File: src/fetch_defs_pkg.sv
package fetch_defs_pkg;

  // ------------------------------------------------------------------
  // widths and layout of the fetch datapath
  // ------------------------------------------------------------------
  localparam int XLEN           = 32;
  // byte step between two sequential instruction words
  localparam int INSTR_BYTES    = 4;
  localparam int TRAP_BASE_W    = 24;
  localparam int VEC_ID_W       = 5;
  // zero bits below the trap base for a plain exception
  localparam int EXC_OFF_W      = XLEN - TRAP_BASE_W;
  // vectored entries are one word apart
  localparam int IRQ_PAD_W      = 2;
  localparam int PREFETCH_DEPTH = 2;

  // ------------------------------------------------------------------
  // selector encodings driven by the core controller
  // ------------------------------------------------------------------
  typedef enum logic [2:0] {
    PC_BOOT      = 3'b000,
    PC_FENCEI    = 3'b001,
    PC_JUMP      = 3'b010,
    PC_BRANCH    = 3'b011,
    PC_EXCEPTION = 3'b100,
    PC_MRET      = 3'b101,
    PC_DRET      = 3'b111
  } pc_mux_e;

  typedef enum logic [1:0] {
    EXC_PC_EXCEPTION = 2'b00,
    EXC_PC_IRQ       = 2'b01,
    EXC_PC_DBD       = 2'b10
  } exc_pc_mux_e;

  typedef enum logic [1:0] {
    TRAP_MACHINE  = 2'b00,
    TRAP_USER     = 2'b01,
    TRAP_MACHINEX = 2'b10
  } trap_mux_e;

  // offset fsm, aligned fetch only
  typedef enum logic [0:0] {
    IDLE = 1'b0,
    WAIT = 1'b1
  } offset_state_e;

endpackage

File: src/fetch_csr_pkg.sv
package fetch_csr_pkg;

  // ------------------------------------------------------------------
  // apb bus geometry
  // ------------------------------------------------------------------
  localparam int APB_ADDR_W = 8;
  localparam int APB_DATA_W = 32;

  typedef logic [APB_ADDR_W-1:0] apb_addr_t;

  // register offsets, one word apart
  localparam apb_addr_t CSR_BOOT   = 8'h00;
  localparam apb_addr_t CSR_MTVEC  = 8'h04;
  localparam apb_addr_t CSR_UTVEC  = 8'h08;
  localparam apb_addr_t CSR_MTVECX = 8'h0C;
  localparam apb_addr_t CSR_HALT   = 8'h10;
  localparam apb_addr_t CSR_CTRL   = 8'h14;

  // reset values
  localparam logic [APB_DATA_W-1:0] BOOT_RESET = 32'h0000_0080;
  localparam logic [APB_DATA_W-1:0] HALT_RESET = 32'h1A11_0800;
  localparam logic [APB_DATA_W-1:0] TVEC_RESET = 32'h0000_0000;

endpackage

File: src/fetch_stream_if.sv
`timescale 1ns/1ps

// word stream from the prefetch buffer into the fetch stage
interface fetch_stream_if;
  // redirect, also flushes the buffer
  logic        branch;
  logic [31:0] branch_addr;
  // head of the prefetch fifo
  logic        valid;
  logic [31:0] rdata;
  logic        failed;
  // fetch stage takes the head word
  logic        ready;

  modport fetch (
    output branch, branch_addr, ready,
    input  valid, rdata, failed
  );

  modport buffer (
    input  branch, branch_addr, ready,
    output valid, rdata, failed
  );

endinterface

File: src/fetch_csr_apb.sv
`timescale 1ns/1ps

module fetch_csr_apb
  import fetch_defs_pkg::*, fetch_csr_pkg::*;
(
  input  logic                   clk,
  input  logic                   rst_n,
  // apb slave
  input  apb_addr_t              paddr_i,
  input  logic [APB_DATA_W-1:0]  pwdata_i,
  input  logic                   psel_i,
  input  logic                   penable_i,
  input  logic                   pwrite_i,
  output logic [APB_DATA_W-1:0]  prdata_o,
  output logic                   pready_o,
  output logic                   pslverr_o,
  // configuration towards the fetch logic
  output logic [XLEN-1:0]        boot_addr_o,
  output logic [TRAP_BASE_W-1:0] m_trap_base_o,
  output logic [TRAP_BASE_W-1:0] u_trap_base_o,
  output logic [TRAP_BASE_W-1:0] mx_trap_base_o,
  output logic [XLEN-1:0]        halt_addr_o,
  output logic                   fetch_en_o
);

  logic [APB_DATA_W-1:0] boot_q;
  logic [APB_DATA_W-1:0] mtvec_q;
  logic [APB_DATA_W-1:0] utvec_q;
  logic [APB_DATA_W-1:0] mtvecx_q;
  logic [APB_DATA_W-1:0] halt_q;
  logic                  en_q;
  logic                  access;
  logic                  addr_hit;

  // ------------------------------------------------------------------
  // address decode and read mux
  // ------------------------------------------------------------------
  assign access = psel_i & penable_i;

  always_comb begin
    addr_hit = 1'b1;
    prdata_o = '0;
    case (paddr_i)
      CSR_BOOT:   prdata_o = boot_q;
      CSR_MTVEC:  prdata_o = mtvec_q;
      CSR_UTVEC:  prdata_o = utvec_q;
      CSR_MTVECX: prdata_o = mtvecx_q;
      CSR_HALT:   prdata_o = halt_q;
      // only the enable bit is implemented
      CSR_CTRL:   prdata_o = {{(APB_DATA_W-1){1'b0}}, en_q};
      default:    addr_hit = 1'b0;
    endcase
  end

  // zero wait states
  assign pready_o  = 1'b1;
  assign pslverr_o = access & ~addr_hit;

  // ------------------------------------------------------------------
  // register write, visible the cycle after the access phase
  // ------------------------------------------------------------------
  always_ff @(posedge clk, negedge rst_n) begin
    if (!rst_n) begin
      boot_q   <= BOOT_RESET;
      mtvec_q  <= TVEC_RESET;
      utvec_q  <= TVEC_RESET;
      mtvecx_q <= TVEC_RESET;
      halt_q   <= HALT_RESET;
      en_q     <= 1'b0;
    end else if (access && pwrite_i && addr_hit) begin
      case (paddr_i)
        // boot address is halfword aligned at least
        CSR_BOOT:   boot_q   <= {pwdata_i[APB_DATA_W-1:1], 1'b0};
        CSR_MTVEC:  mtvec_q  <= pwdata_i;
        CSR_UTVEC:  utvec_q  <= pwdata_i;
        CSR_MTVECX: mtvecx_q <= pwdata_i;
        CSR_HALT:   halt_q   <= pwdata_i;
        CSR_CTRL:   en_q     <= pwdata_i[0];
        default: ;
      endcase
    end
  end

  // trap bases are the upper bits of each tvec register
  assign boot_addr_o    = boot_q;
  assign m_trap_base_o  = mtvec_q[XLEN-1 -: TRAP_BASE_W];
  assign u_trap_base_o  = utvec_q[XLEN-1 -: TRAP_BASE_W];
  assign mx_trap_base_o = mtvecx_q[XLEN-1 -: TRAP_BASE_W];
  assign halt_addr_o    = halt_q;
  assign fetch_en_o     = en_q;

endmodule

File: src/prefetch_buffer.sv
`timescale 1ns/1ps

module prefetch_buffer
  import fetch_defs_pkg::*;
(
  input  logic            clk,
  input  logic            rst_n,
  input  logic            fetch_en_i,
  fetch_stream_if.buffer  stream,
  // instruction memory
  output logic            instr_req_o,
  output logic [XLEN-1:0] instr_addr_o,
  input  logic            instr_gnt_i,
  input  logic            instr_rvalid_i,
  input  logic [XLEN-1:0] instr_rdata_i,
  input  logic            instr_err_i,
  output logic            busy_o
);

  localparam int                CNT_W   = $clog2(PREFETCH_DEPTH + 1);
  localparam logic [CNT_W:0]    DEPTH_C = (CNT_W+1)'(PREFETCH_DEPTH);

  logic [XLEN-1:0]  addr_q;
  logic [XLEN-1:0]  pend_addr_q;
  logic             wait_q;
  logic             stale_q;
  logic [CNT_W-1:0] out_cnt_q;
  logic [CNT_W-1:0] out_cnt_d;
  logic [CNT_W-1:0] disc_cnt_q;
  logic [CNT_W-1:0] fifo_cnt_q;
  logic [CNT_W:0]   occupancy;
  logic [XLEN-1:0]  fifo_data_q [PREFETCH_DEPTH];
  logic             fifo_err_q  [PREFETCH_DEPTH];
  logic             rd_ptr_q;
  logic             wr_ptr_q;
  logic             gnt_ok;
  logic             drop_rsp;
  logic             fifo_push;
  logic             fifo_pop;

  // ------------------------------------------------------------------
  // request side
  // ------------------------------------------------------------------
  // fifo words plus granted requests must fit the buffer
  assign occupancy = {1'b0, out_cnt_q} + {1'b0, fifo_cnt_q};

  // an ungranted request stays up, even across a flush
  assign instr_req_o  = wait_q | (fetch_en_i & ~stream.branch & (occupancy < DEPTH_C));
  assign instr_addr_o = addr_q;
  assign gnt_ok       = instr_req_o & instr_gnt_i;

  assign out_cnt_d = out_cnt_q + CNT_W'(gnt_ok) - CNT_W'(instr_rvalid_i);

  // ------------------------------------------------------------------
  // response side
  // ------------------------------------------------------------------
  // responses of pre-flush requests never reach the fifo
  assign drop_rsp  = stream.branch | (disc_cnt_q != '0);
  assign fifo_push = instr_rvalid_i & ~drop_rsp;
  assign fifo_pop  = stream.valid & stream.ready & ~stream.branch;

  assign stream.valid  = (fifo_cnt_q != '0);
  assign stream.rdata  = fifo_data_q[rd_ptr_q];
  assign stream.failed = fifo_err_q[rd_ptr_q];

  assign busy_o = (out_cnt_q != '0) | (fifo_cnt_q != '0);

  always_ff @(posedge clk, negedge rst_n) begin
    if (!rst_n) begin
      addr_q     <= '0;
      wait_q     <= 1'b0;
      stale_q    <= 1'b0;
      out_cnt_q  <= '0;
      disc_cnt_q <= '0;
      fifo_cnt_q <= '0;
      rd_ptr_q   <= 1'b0;
      wr_ptr_q   <= 1'b0;
    end else begin
      wait_q    <= instr_req_o & ~instr_gnt_i;
      out_cnt_q <= out_cnt_d;
      if (stream.branch) begin
        // old request still waiting, target goes to pend_addr_q
        if (wait_q && !instr_gnt_i) begin
          stale_q <= 1'b1;
        end else begin
          addr_q  <= stream.branch_addr;
          stale_q <= 1'b0;
        end
        // everything in flight now belongs to the old stream
        disc_cnt_q <= out_cnt_d;
        fifo_cnt_q <= '0;
        rd_ptr_q   <= 1'b0;
        wr_ptr_q   <= 1'b0;
      end else begin
        if (gnt_ok && stale_q) begin
          addr_q  <= pend_addr_q;
          stale_q <= 1'b0;
        end else if (gnt_ok) begin
          addr_q <= addr_q + XLEN'(INSTR_BYTES);
        end
        disc_cnt_q <= disc_cnt_q - CNT_W'(instr_rvalid_i && (disc_cnt_q != '0))
                      + CNT_W'(gnt_ok && stale_q);
        fifo_cnt_q <= fifo_cnt_q + CNT_W'(fifo_push) - CNT_W'(fifo_pop);
        if (fifo_push) wr_ptr_q <= wr_ptr_q + 1'b1;
        if (fifo_pop) rd_ptr_q <= rd_ptr_q + 1'b1;
      end
    end
  end

  // fifo storage and held redirect target
  always_ff @(posedge clk) begin
    if (fifo_push) begin
      fifo_data_q[wr_ptr_q] <= instr_rdata_i;
      fifo_err_q[wr_ptr_q]  <= instr_err_i;
    end
    if (stream.branch) pend_addr_q <= stream.branch_addr;
  end

endmodule

File: src/if_stage.sv
`timescale 1ns/1ps

module if_stage
  import fetch_defs_pkg::*;
(
  input  logic                   clk,
  input  logic                   rst_n,
  fetch_stream_if.fetch          stream,
  input  logic                   fetch_en_i,
  // configuration
  input  logic [XLEN-1:0]        boot_addr_i,
  input  logic [TRAP_BASE_W-1:0] m_trap_base_i,
  input  logic [TRAP_BASE_W-1:0] u_trap_base_i,
  input  logic [TRAP_BASE_W-1:0] mx_trap_base_i,
  input  logic [XLEN-1:0]        halt_addr_i,
  // pc selection from the controller
  input  trap_mux_e              trap_addr_mux_i,
  input  pc_mux_e                pc_mux_i,
  input  exc_pc_mux_e            exc_pc_mux_i,
  input  logic [VEC_ID_W-1:0]    exc_vec_id_i,
  input  logic                   pc_set_i,
  input  logic [XLEN-1:0]        pc_i,
  input  logic [XLEN-1:0]        jump_target_id_i,
  input  logic [XLEN-1:0]        jump_target_ex_i,
  input  logic [XLEN-1:0]        mepc_i,
  input  logic [XLEN-1:0]        depc_i,
  // pipeline control
  input  logic                   clear_instr_valid_i,
  input  logic                   halt_if_i,
  input  logic                   id_ready_i,
  // if/id register
  output logic                   instr_valid_id_o,
  output logic [XLEN-1:0]        instr_rdata_id_o,
  output logic                   is_fetch_failed_o,
  output logic [XLEN-1:0]        branch_target_o,
  output logic                   perf_imiss_o
);

  offset_state_e          state_q;
  offset_state_e          state_d;
  logic [TRAP_BASE_W-1:0] trap_base;
  logic [XLEN-1:0]        exc_pc;
  logic [XLEN-1:0]        next_pc;
  logic                   instr_err_q;

  // ------------------------------------------------------------------
  // exception and next pc selection
  // ------------------------------------------------------------------
  always_comb begin
    case (trap_addr_mux_i)
      TRAP_USER:     trap_base = u_trap_base_i;
      TRAP_MACHINEX: trap_base = mx_trap_base_i;
      // machine mode and unused codes
      default:       trap_base = m_trap_base_i;
    endcase
    case (exc_pc_mux_i)
      // interrupts are vectored, one word per cause
      EXC_PC_IRQ: exc_pc = {trap_base, 1'b0, exc_vec_id_i, {IRQ_PAD_W{1'b0}}};
      EXC_PC_DBD: exc_pc = halt_addr_i;
      default:    exc_pc = {trap_base, {EXC_OFF_W{1'b0}}};
    endcase
  end

  always_comb begin
    case (pc_mux_i)
      PC_JUMP:      next_pc = jump_target_id_i;
      PC_BRANCH:    next_pc = jump_target_ex_i;
      PC_EXCEPTION: next_pc = exc_pc;
      PC_MRET:      next_pc = mepc_i;
      PC_DRET:      next_pc = depc_i;
      // refetch after the fence
      PC_FENCEI:    next_pc = pc_i + XLEN'(INSTR_BYTES);
      default:      next_pc = boot_addr_i;
    endcase
  end

  assign branch_target_o    = {next_pc[XLEN-1:1], 1'b0};
  // first branch out of IDLE always goes to the boot address
  assign stream.branch_addr = pc_set_i ? branch_target_o : boot_addr_i;

  // ------------------------------------------------------------------
  // offset fsm
  // ------------------------------------------------------------------
  always_comb begin
    state_d       = state_q;
    stream.branch = 1'b0;
    stream.ready  = 1'b0;
    case (state_q)
      IDLE: begin
        if (fetch_en_i) begin
          stream.branch = 1'b1;
          state_d       = WAIT;
        end
      end
      WAIT: begin
        // take the head word only if decode can accept it
        stream.ready = stream.valid & fetch_en_i & id_ready_i & ~halt_if_i;
      end
      default: state_d = IDLE;
    endcase
    // redirect kills the word on the stream
    if (pc_set_i) begin
      stream.ready  = 1'b0;
      stream.branch = 1'b1;
      state_d       = WAIT;
    end
  end

  always_ff @(posedge clk, negedge rst_n) begin
    if (!rst_n) begin
      state_q <= IDLE;
    end else begin
      state_q <= state_d;
    end
  end

  assign perf_imiss_o = ~stream.valid | stream.branch;

  // ------------------------------------------------------------------
  // if/id pipeline register, holds while decode stalls
  // ------------------------------------------------------------------
  always_ff @(posedge clk, negedge rst_n) begin
    if (!rst_n) begin
      instr_valid_id_o  <= 1'b0;
      is_fetch_failed_o <= 1'b0;
      instr_err_q       <= 1'b0;
    end else if (stream.ready) begin
      instr_valid_id_o  <= 1'b1;
      instr_err_q       <= stream.failed;
      is_fetch_failed_o <= 1'b0;
    end else if (clear_instr_valid_i) begin
      // error of the word just killed becomes visible
      instr_valid_id_o  <= 1'b0;
      is_fetch_failed_o <= instr_err_q;
    end
  end

  always_ff @(posedge clk) begin
    if (stream.ready) instr_rdata_id_o <= stream.rdata;
  end

endmodule

File: src/fetch_top.sv
`timescale 1ns/1ps

module fetch_top
  import fetch_defs_pkg::*, fetch_csr_pkg::*;
(
  input  logic                  clk,
  input  logic                  rst_n,
  // apb configuration port
  input  apb_addr_t             paddr_i,
  input  logic [APB_DATA_W-1:0] pwdata_i,
  input  logic                  psel_i,
  input  logic                  penable_i,
  input  logic                  pwrite_i,
  output logic [APB_DATA_W-1:0] prdata_o,
  output logic                  pready_o,
  output logic                  pslverr_o,
  // instruction memory
  output logic                  instr_req_o,
  output logic [XLEN-1:0]       instr_addr_o,
  input  logic                  instr_gnt_i,
  input  logic                  instr_rvalid_i,
  input  logic [XLEN-1:0]       instr_rdata_i,
  input  logic                  instr_err_i,
  // core control
  input  trap_mux_e             trap_addr_mux_i,
  input  pc_mux_e               pc_mux_i,
  input  exc_pc_mux_e           exc_pc_mux_i,
  input  logic [VEC_ID_W-1:0]   exc_vec_id_i,
  input  logic                  pc_set_i,
  input  logic [XLEN-1:0]       pc_i,
  input  logic [XLEN-1:0]       jump_target_id_i,
  input  logic [XLEN-1:0]       jump_target_ex_i,
  input  logic [XLEN-1:0]       mepc_i,
  input  logic [XLEN-1:0]       depc_i,
  input  logic                  clear_instr_valid_i,
  input  logic                  halt_if_i,
  input  logic                  id_ready_i,
  // towards decode
  output logic                  instr_valid_id_o,
  output logic [XLEN-1:0]       instr_rdata_id_o,
  output logic                  is_fetch_failed_o,
  output logic [XLEN-1:0]       branch_target_o,
  output logic                  perf_imiss_o,
  output logic                  if_busy_o
);

  logic [XLEN-1:0]        boot_addr;
  logic [TRAP_BASE_W-1:0] m_trap_base;
  logic [TRAP_BASE_W-1:0] u_trap_base;
  logic [TRAP_BASE_W-1:0] mx_trap_base;
  logic [XLEN-1:0]        halt_addr;
  logic                   fetch_en;

  fetch_stream_if stream_if ();

  // apb ports connect by name
  fetch_csr_apb csr_i (
    .*,
    .boot_addr_o    (boot_addr),
    .m_trap_base_o  (m_trap_base),
    .u_trap_base_o  (u_trap_base),
    .mx_trap_base_o (mx_trap_base),
    .halt_addr_o    (halt_addr),
    .fetch_en_o     (fetch_en)
  );

  if_stage if_stage_i (
    .*,
    .stream         (stream_if),
    .fetch_en_i     (fetch_en),
    .boot_addr_i    (boot_addr),
    .m_trap_base_i  (m_trap_base),
    .u_trap_base_i  (u_trap_base),
    .mx_trap_base_i (mx_trap_base),
    .halt_addr_i    (halt_addr)
  );

  prefetch_buffer prefetch_buffer_i (
    .*,
    .fetch_en_i (fetch_en),
    .stream     (stream_if),
    .busy_o     (if_busy_o)
  );

endmodule

File: config.mk
export PLATFORM = sky130hd
export DESIGN_NAME = fetch_top
export DESIGN_NICKNAME = d
export VERILOG_FILES = /design/src/fetch_defs_pkg.sv /design/src/fetch_csr_pkg.sv /design/src/fetch_stream_if.sv /design/src/fetch_csr_apb.sv /design/src/prefetch_buffer.sv /design/src/if_stage.sv /design/src/fetch_top.sv
export SDC_FILE = /design/constraint.sdc
export NUM_CORES = 1
export LEC_CHECK = 0
export BUFFER_PORTS_ARGS = -buffer_cell sky130_fd_sc_hd__buf_2
export CORE_MARGIN = 10
export CORE_UTILIZATION = 35
export CTS_BUF_LIST = sky130_fd_sc_hd__clkbuf_4 sky130_fd_sc_hd__clkbuf_8
export DETAILED_ROUTE_END_ITERATION = 16
export GPL_TIMING_DRIVEN = 1
export HOLD_SLACK_MARGIN = 0.1
export PLACE_DENSITY_LB_ADDON = 0.1
export SYNTH_ARGS = -nofsm -noshare
export SYNTH_HDL_FRONTEND = slang
export SYNTH_SLANG_ARGS = --single-unit
File: constraint.sdc
create_clock -name clk -period 6.05 [get_ports clk]
set_input_delay 0.9075 -clock clk [delete_from_list [all_inputs] [get_ports clk]]
set_output_delay 0.9075 -clock clk [all_outputs]
set_load 0.01 [all_outputs]
==> metrics.txt <==
status=complete, no violations; count of cell types in the netlist=87; Rel. slew slack=0.2928; gr usage total=0.2379; Yosys Warn Count=0; row cnt=82; IO Count=about 390; Commonest cells post-synth=199 x mux2_2, 198 x dfrtp_1, 136 x nand2_1; Initial DRT Pass Iterations=6; Hold Crit Class=in -> async; synth top area cells=dfrtp_1 28%, edfxtp_1 22%, mux2_2 13%; largest family of logic cells by synthesized area=compound AO/OA/AOI/OAI gates; Final Wtd Congestion=between 0.9 and 1; slowest stage delay, CP=approximately 0.71 ns; htree depth=2; first-pass GRT wire length=roughly 110000 um; Max Slew Vio Count=0; per-cell routed wire length=~27 um; RSZ-0062 raised after global routing=false; syn avg cell area=between 10 and 15 um2; share of cells above drive strength 1=0.3784; CORE AREA=~50000 um2; Fillers=4972; Synth Area in Compound Gates=0.1722; area occupied by multi-input gates=8290 um2; DIE AREA=60670 um2; post-synthesis xor/xnor area fraction=0.02052; max_cap viols=0; Post-CTS Setup Bufs=0; fmax=roughly 0.22 GHz; WP data required=roughly 5.1 ns; Post-CTS Hold Fix Bufs=0; CTS max path bufs=3; grt total ovfl=0; Simple-Gate Fraction of Synth Area=0.1222; Most used DFF post-synth=dfrtp_1; clock latency at the later pin of the worst-skew pair=0.68 ns; #FFs+latches synth=approximately 330; Sinks on Clock Net=approximately 330; placed instance area=around 21000 um2; static leakage=around 10 nW; vias per inst=~5.7; Final TNS setup=0 ns; design area=approximately 22000 um2; EDFF count, synth=roughly 130; min Tclk post-route=4.582 ns; area leader, netlist=dfrtp_1; register area=9012 um2; CTS root buf=clkbuf_8; sequential fraction of the synthesis area=0.5028; crit path kind=in -> out; die height=approximately 250 um; Async SR Flop Fraction=0.6138; CP Capture Type=primary output; critical-path cell list=buf_2, buf_4, nor2b_1, a21oi_1, o221ai_1, nor2_1, a21oi_1, buf_2; PwrDens=between 200 and 300 nW/um2; DRC violations left=0; Routed WL=74920 um; layout overhead on the synthesized area=22.19%; Slowest cell on crit path=nor2b_1; DRT antenna net count=0; largest net degree at the start of global routing=~110; Die Width=around 250 um; vias in the first global route=roughly 15000; Clock transition at path regs=0.06 ns; Max VDD drop=around 0.15 mV; startpoint types=input port; Cells after Synth=roughly 1600; crit path DAT=around 3.7 ns; Worst Tran Pin Value=~1.1 ns; adder-cell share of the synthesized area=0.009493; CTS tree=built; post-CTS sizing=0; endpoints failing setup=0; DP HPWL=55260 um; drt initial violations=1612; PortBufs=382; number of clock buffers inserted by TritonCTS=61; Final Hold Fails=0; top cell type's share of synthesized area=0.2764; final net count=about 2300; Critical Path Fanout Max=25; most frequent cell after synthesis=mux2_2; via count=around 16000; Clock Skews=0.03107 ns; fraction of synthesized area in multiplexers=0.1345; Mapped Area=17930 um2; initial core utilization=0.3558; initial antenna violation count=13; Tcrit/Tclk final=0.7574
-- sequential cells by signal, indices dropped and copies added (netlist names), 2 cells and up --
name / cells
csr_i.boot_addr_o: 31
csr_i.mtvec_q: 32
csr_i.utvec_q: 32
if_stage_i.instr_rdata_id_o: 32
prefetch_buffer_i.pend_addr_q: 31
prefetch_buffer_i.disc_cnt_q: 2
prefetch_buffer_i.instr_addr_o: 31
prefetch_buffer_i.fifo_err_q: 2
prefetch_buffer_i.out_cnt_q: 2
prefetch_buffer_i.fifo_cnt_q: 2
csr_i.halt_addr_o: 32
csr_i.mtvecx_q: 32
prefetch_buffer_i.fifo_data_q: 64
-- critical path: cells and delay by family --
kind / cells / cell delay, ns
buffers and inverters: 3 / 1.10
AOI/OAI and AO/OA: 3 / 0.82
and+or+nand+nor: 2 / 0.82
-- power by group --
group | internal [W] | switching (W) | total [W] | leakage, nW
combinational | 0.000305 | 0.000506 | 0.000811 | 5.14
sequential | 0.00247 | 0.0000773 | 0.00254 | 3.96
clock | 0.00135 | 0.00102 | 0.00237 | 0.707
total | 0.00412 | 0.00161 | 0.00573 | 9.80
-- routing by layer --
metal / wire length, um / vias up / track usage
met4: 1005 / 8 / 0.04546
met1: 31730 / 7861 / 0.3197
li1: - / 6984 / -
met3: 7153 / 82 / 0.06200
met5: 38 / - / 0
met2: 34990 / 682 / 0.3811
-- cells in the final DEF, fill, tap and decap left out, drive strengths merged, types with 14 or more instances in the layout --
cell,Yosys,final
nor3,22,22
clkinv,1,20
edfxtp,129,129
dfrtp,198,198
nand2,136,136
inv,35,35
o22ai,15,15
mux2,199,199
a222oi,36,36
mux2i,17,17
o211ai,17,17
xnor2,30,30
buf,42,425
clkbuf,73,89
nor2,126,126
nand4,24,24
a22oi,51,51
o21a,18,18
and3,17,17
nand3,32,32
o21ai,59,59
a221o,18,18
a21oi,62,62
or3,18,18
o221ai,14,14
nor2b,15,15
-- cell families after synthesis --
| group | after synthesis |
|---|---|
| adders and majority gates | 13 |
| other | 2 |
| and+or+nand+nor | 447 |
| DFF | 334 |
| xor gates and xnor gates | 42 |
| muxes | 216 |
| buffers and inverters | 151 |
| AOI/OAI and AO/OA | 417 |
-- stage by stage --
stage / utilization / total power (W) / std cells / worst slack [ns] / hold WS (ns)
after floorplan: - / 0.002984 / 1623 / 1.022 / 0.4437
after global placement: 0.4080 / 0.003378 / 2606 / 1.546 / 0.4610
after detailed placement: 0.4080 / 0.003390 / 2606 / 1.548 / 0.4643
after CTS: 0.4345 / 0.005775 / 2720 / 1.538 / 0.3629
after global routing: 0.4346 / 0.005965 / 2722 / 1.347 / 0.3801
final: 0.4348 / 0.005727 / 2727 / 1.468 / 0.3306
-- layout make-up --
cell class | instances | share of cell area
clock buffers | 88 | 0.04873
repair buffers | 426 | 0.1039
clock inverters | 26 | 0.01205
diodes | 7 | 0.0007997
inverters | 36 | 0.006169
well taps | 672 | 0.03839
multi-input cells | 1138 | 0.3785
flip-flops and latches | 334 | 0.4115
-- worst paths after layout --
kind / startpoint / endpoint / slack, ns / cells after the start
max in group asynchronous: rst_n / csr_i.mtvec_q[28] / 4.52 / 2
setup / recovery: pc_mux_i[1] / branch_target_o[31] / 1.47 / 8
hold / removal: rst_n / prefetch_buffer_i.instr_addr_o[4] / 0.33 / 1
setup reg to reg: prefetch_buffer_i.out_cnt_q[0] / prefetch_buffer_i.instr_addr_o[15] / 2.86 / 12
hold reg to reg: if_stage_i.instr_valid_id_o / if_stage_i.instr_valid_id_o / 0.48 / 1
min in group clk: instr_rdata_i[28] / prefetch_buffer_i.fifo_data_q[0][28] / 0.43 / 1
No activity file was read; power rests on OpenSTA's default activity.
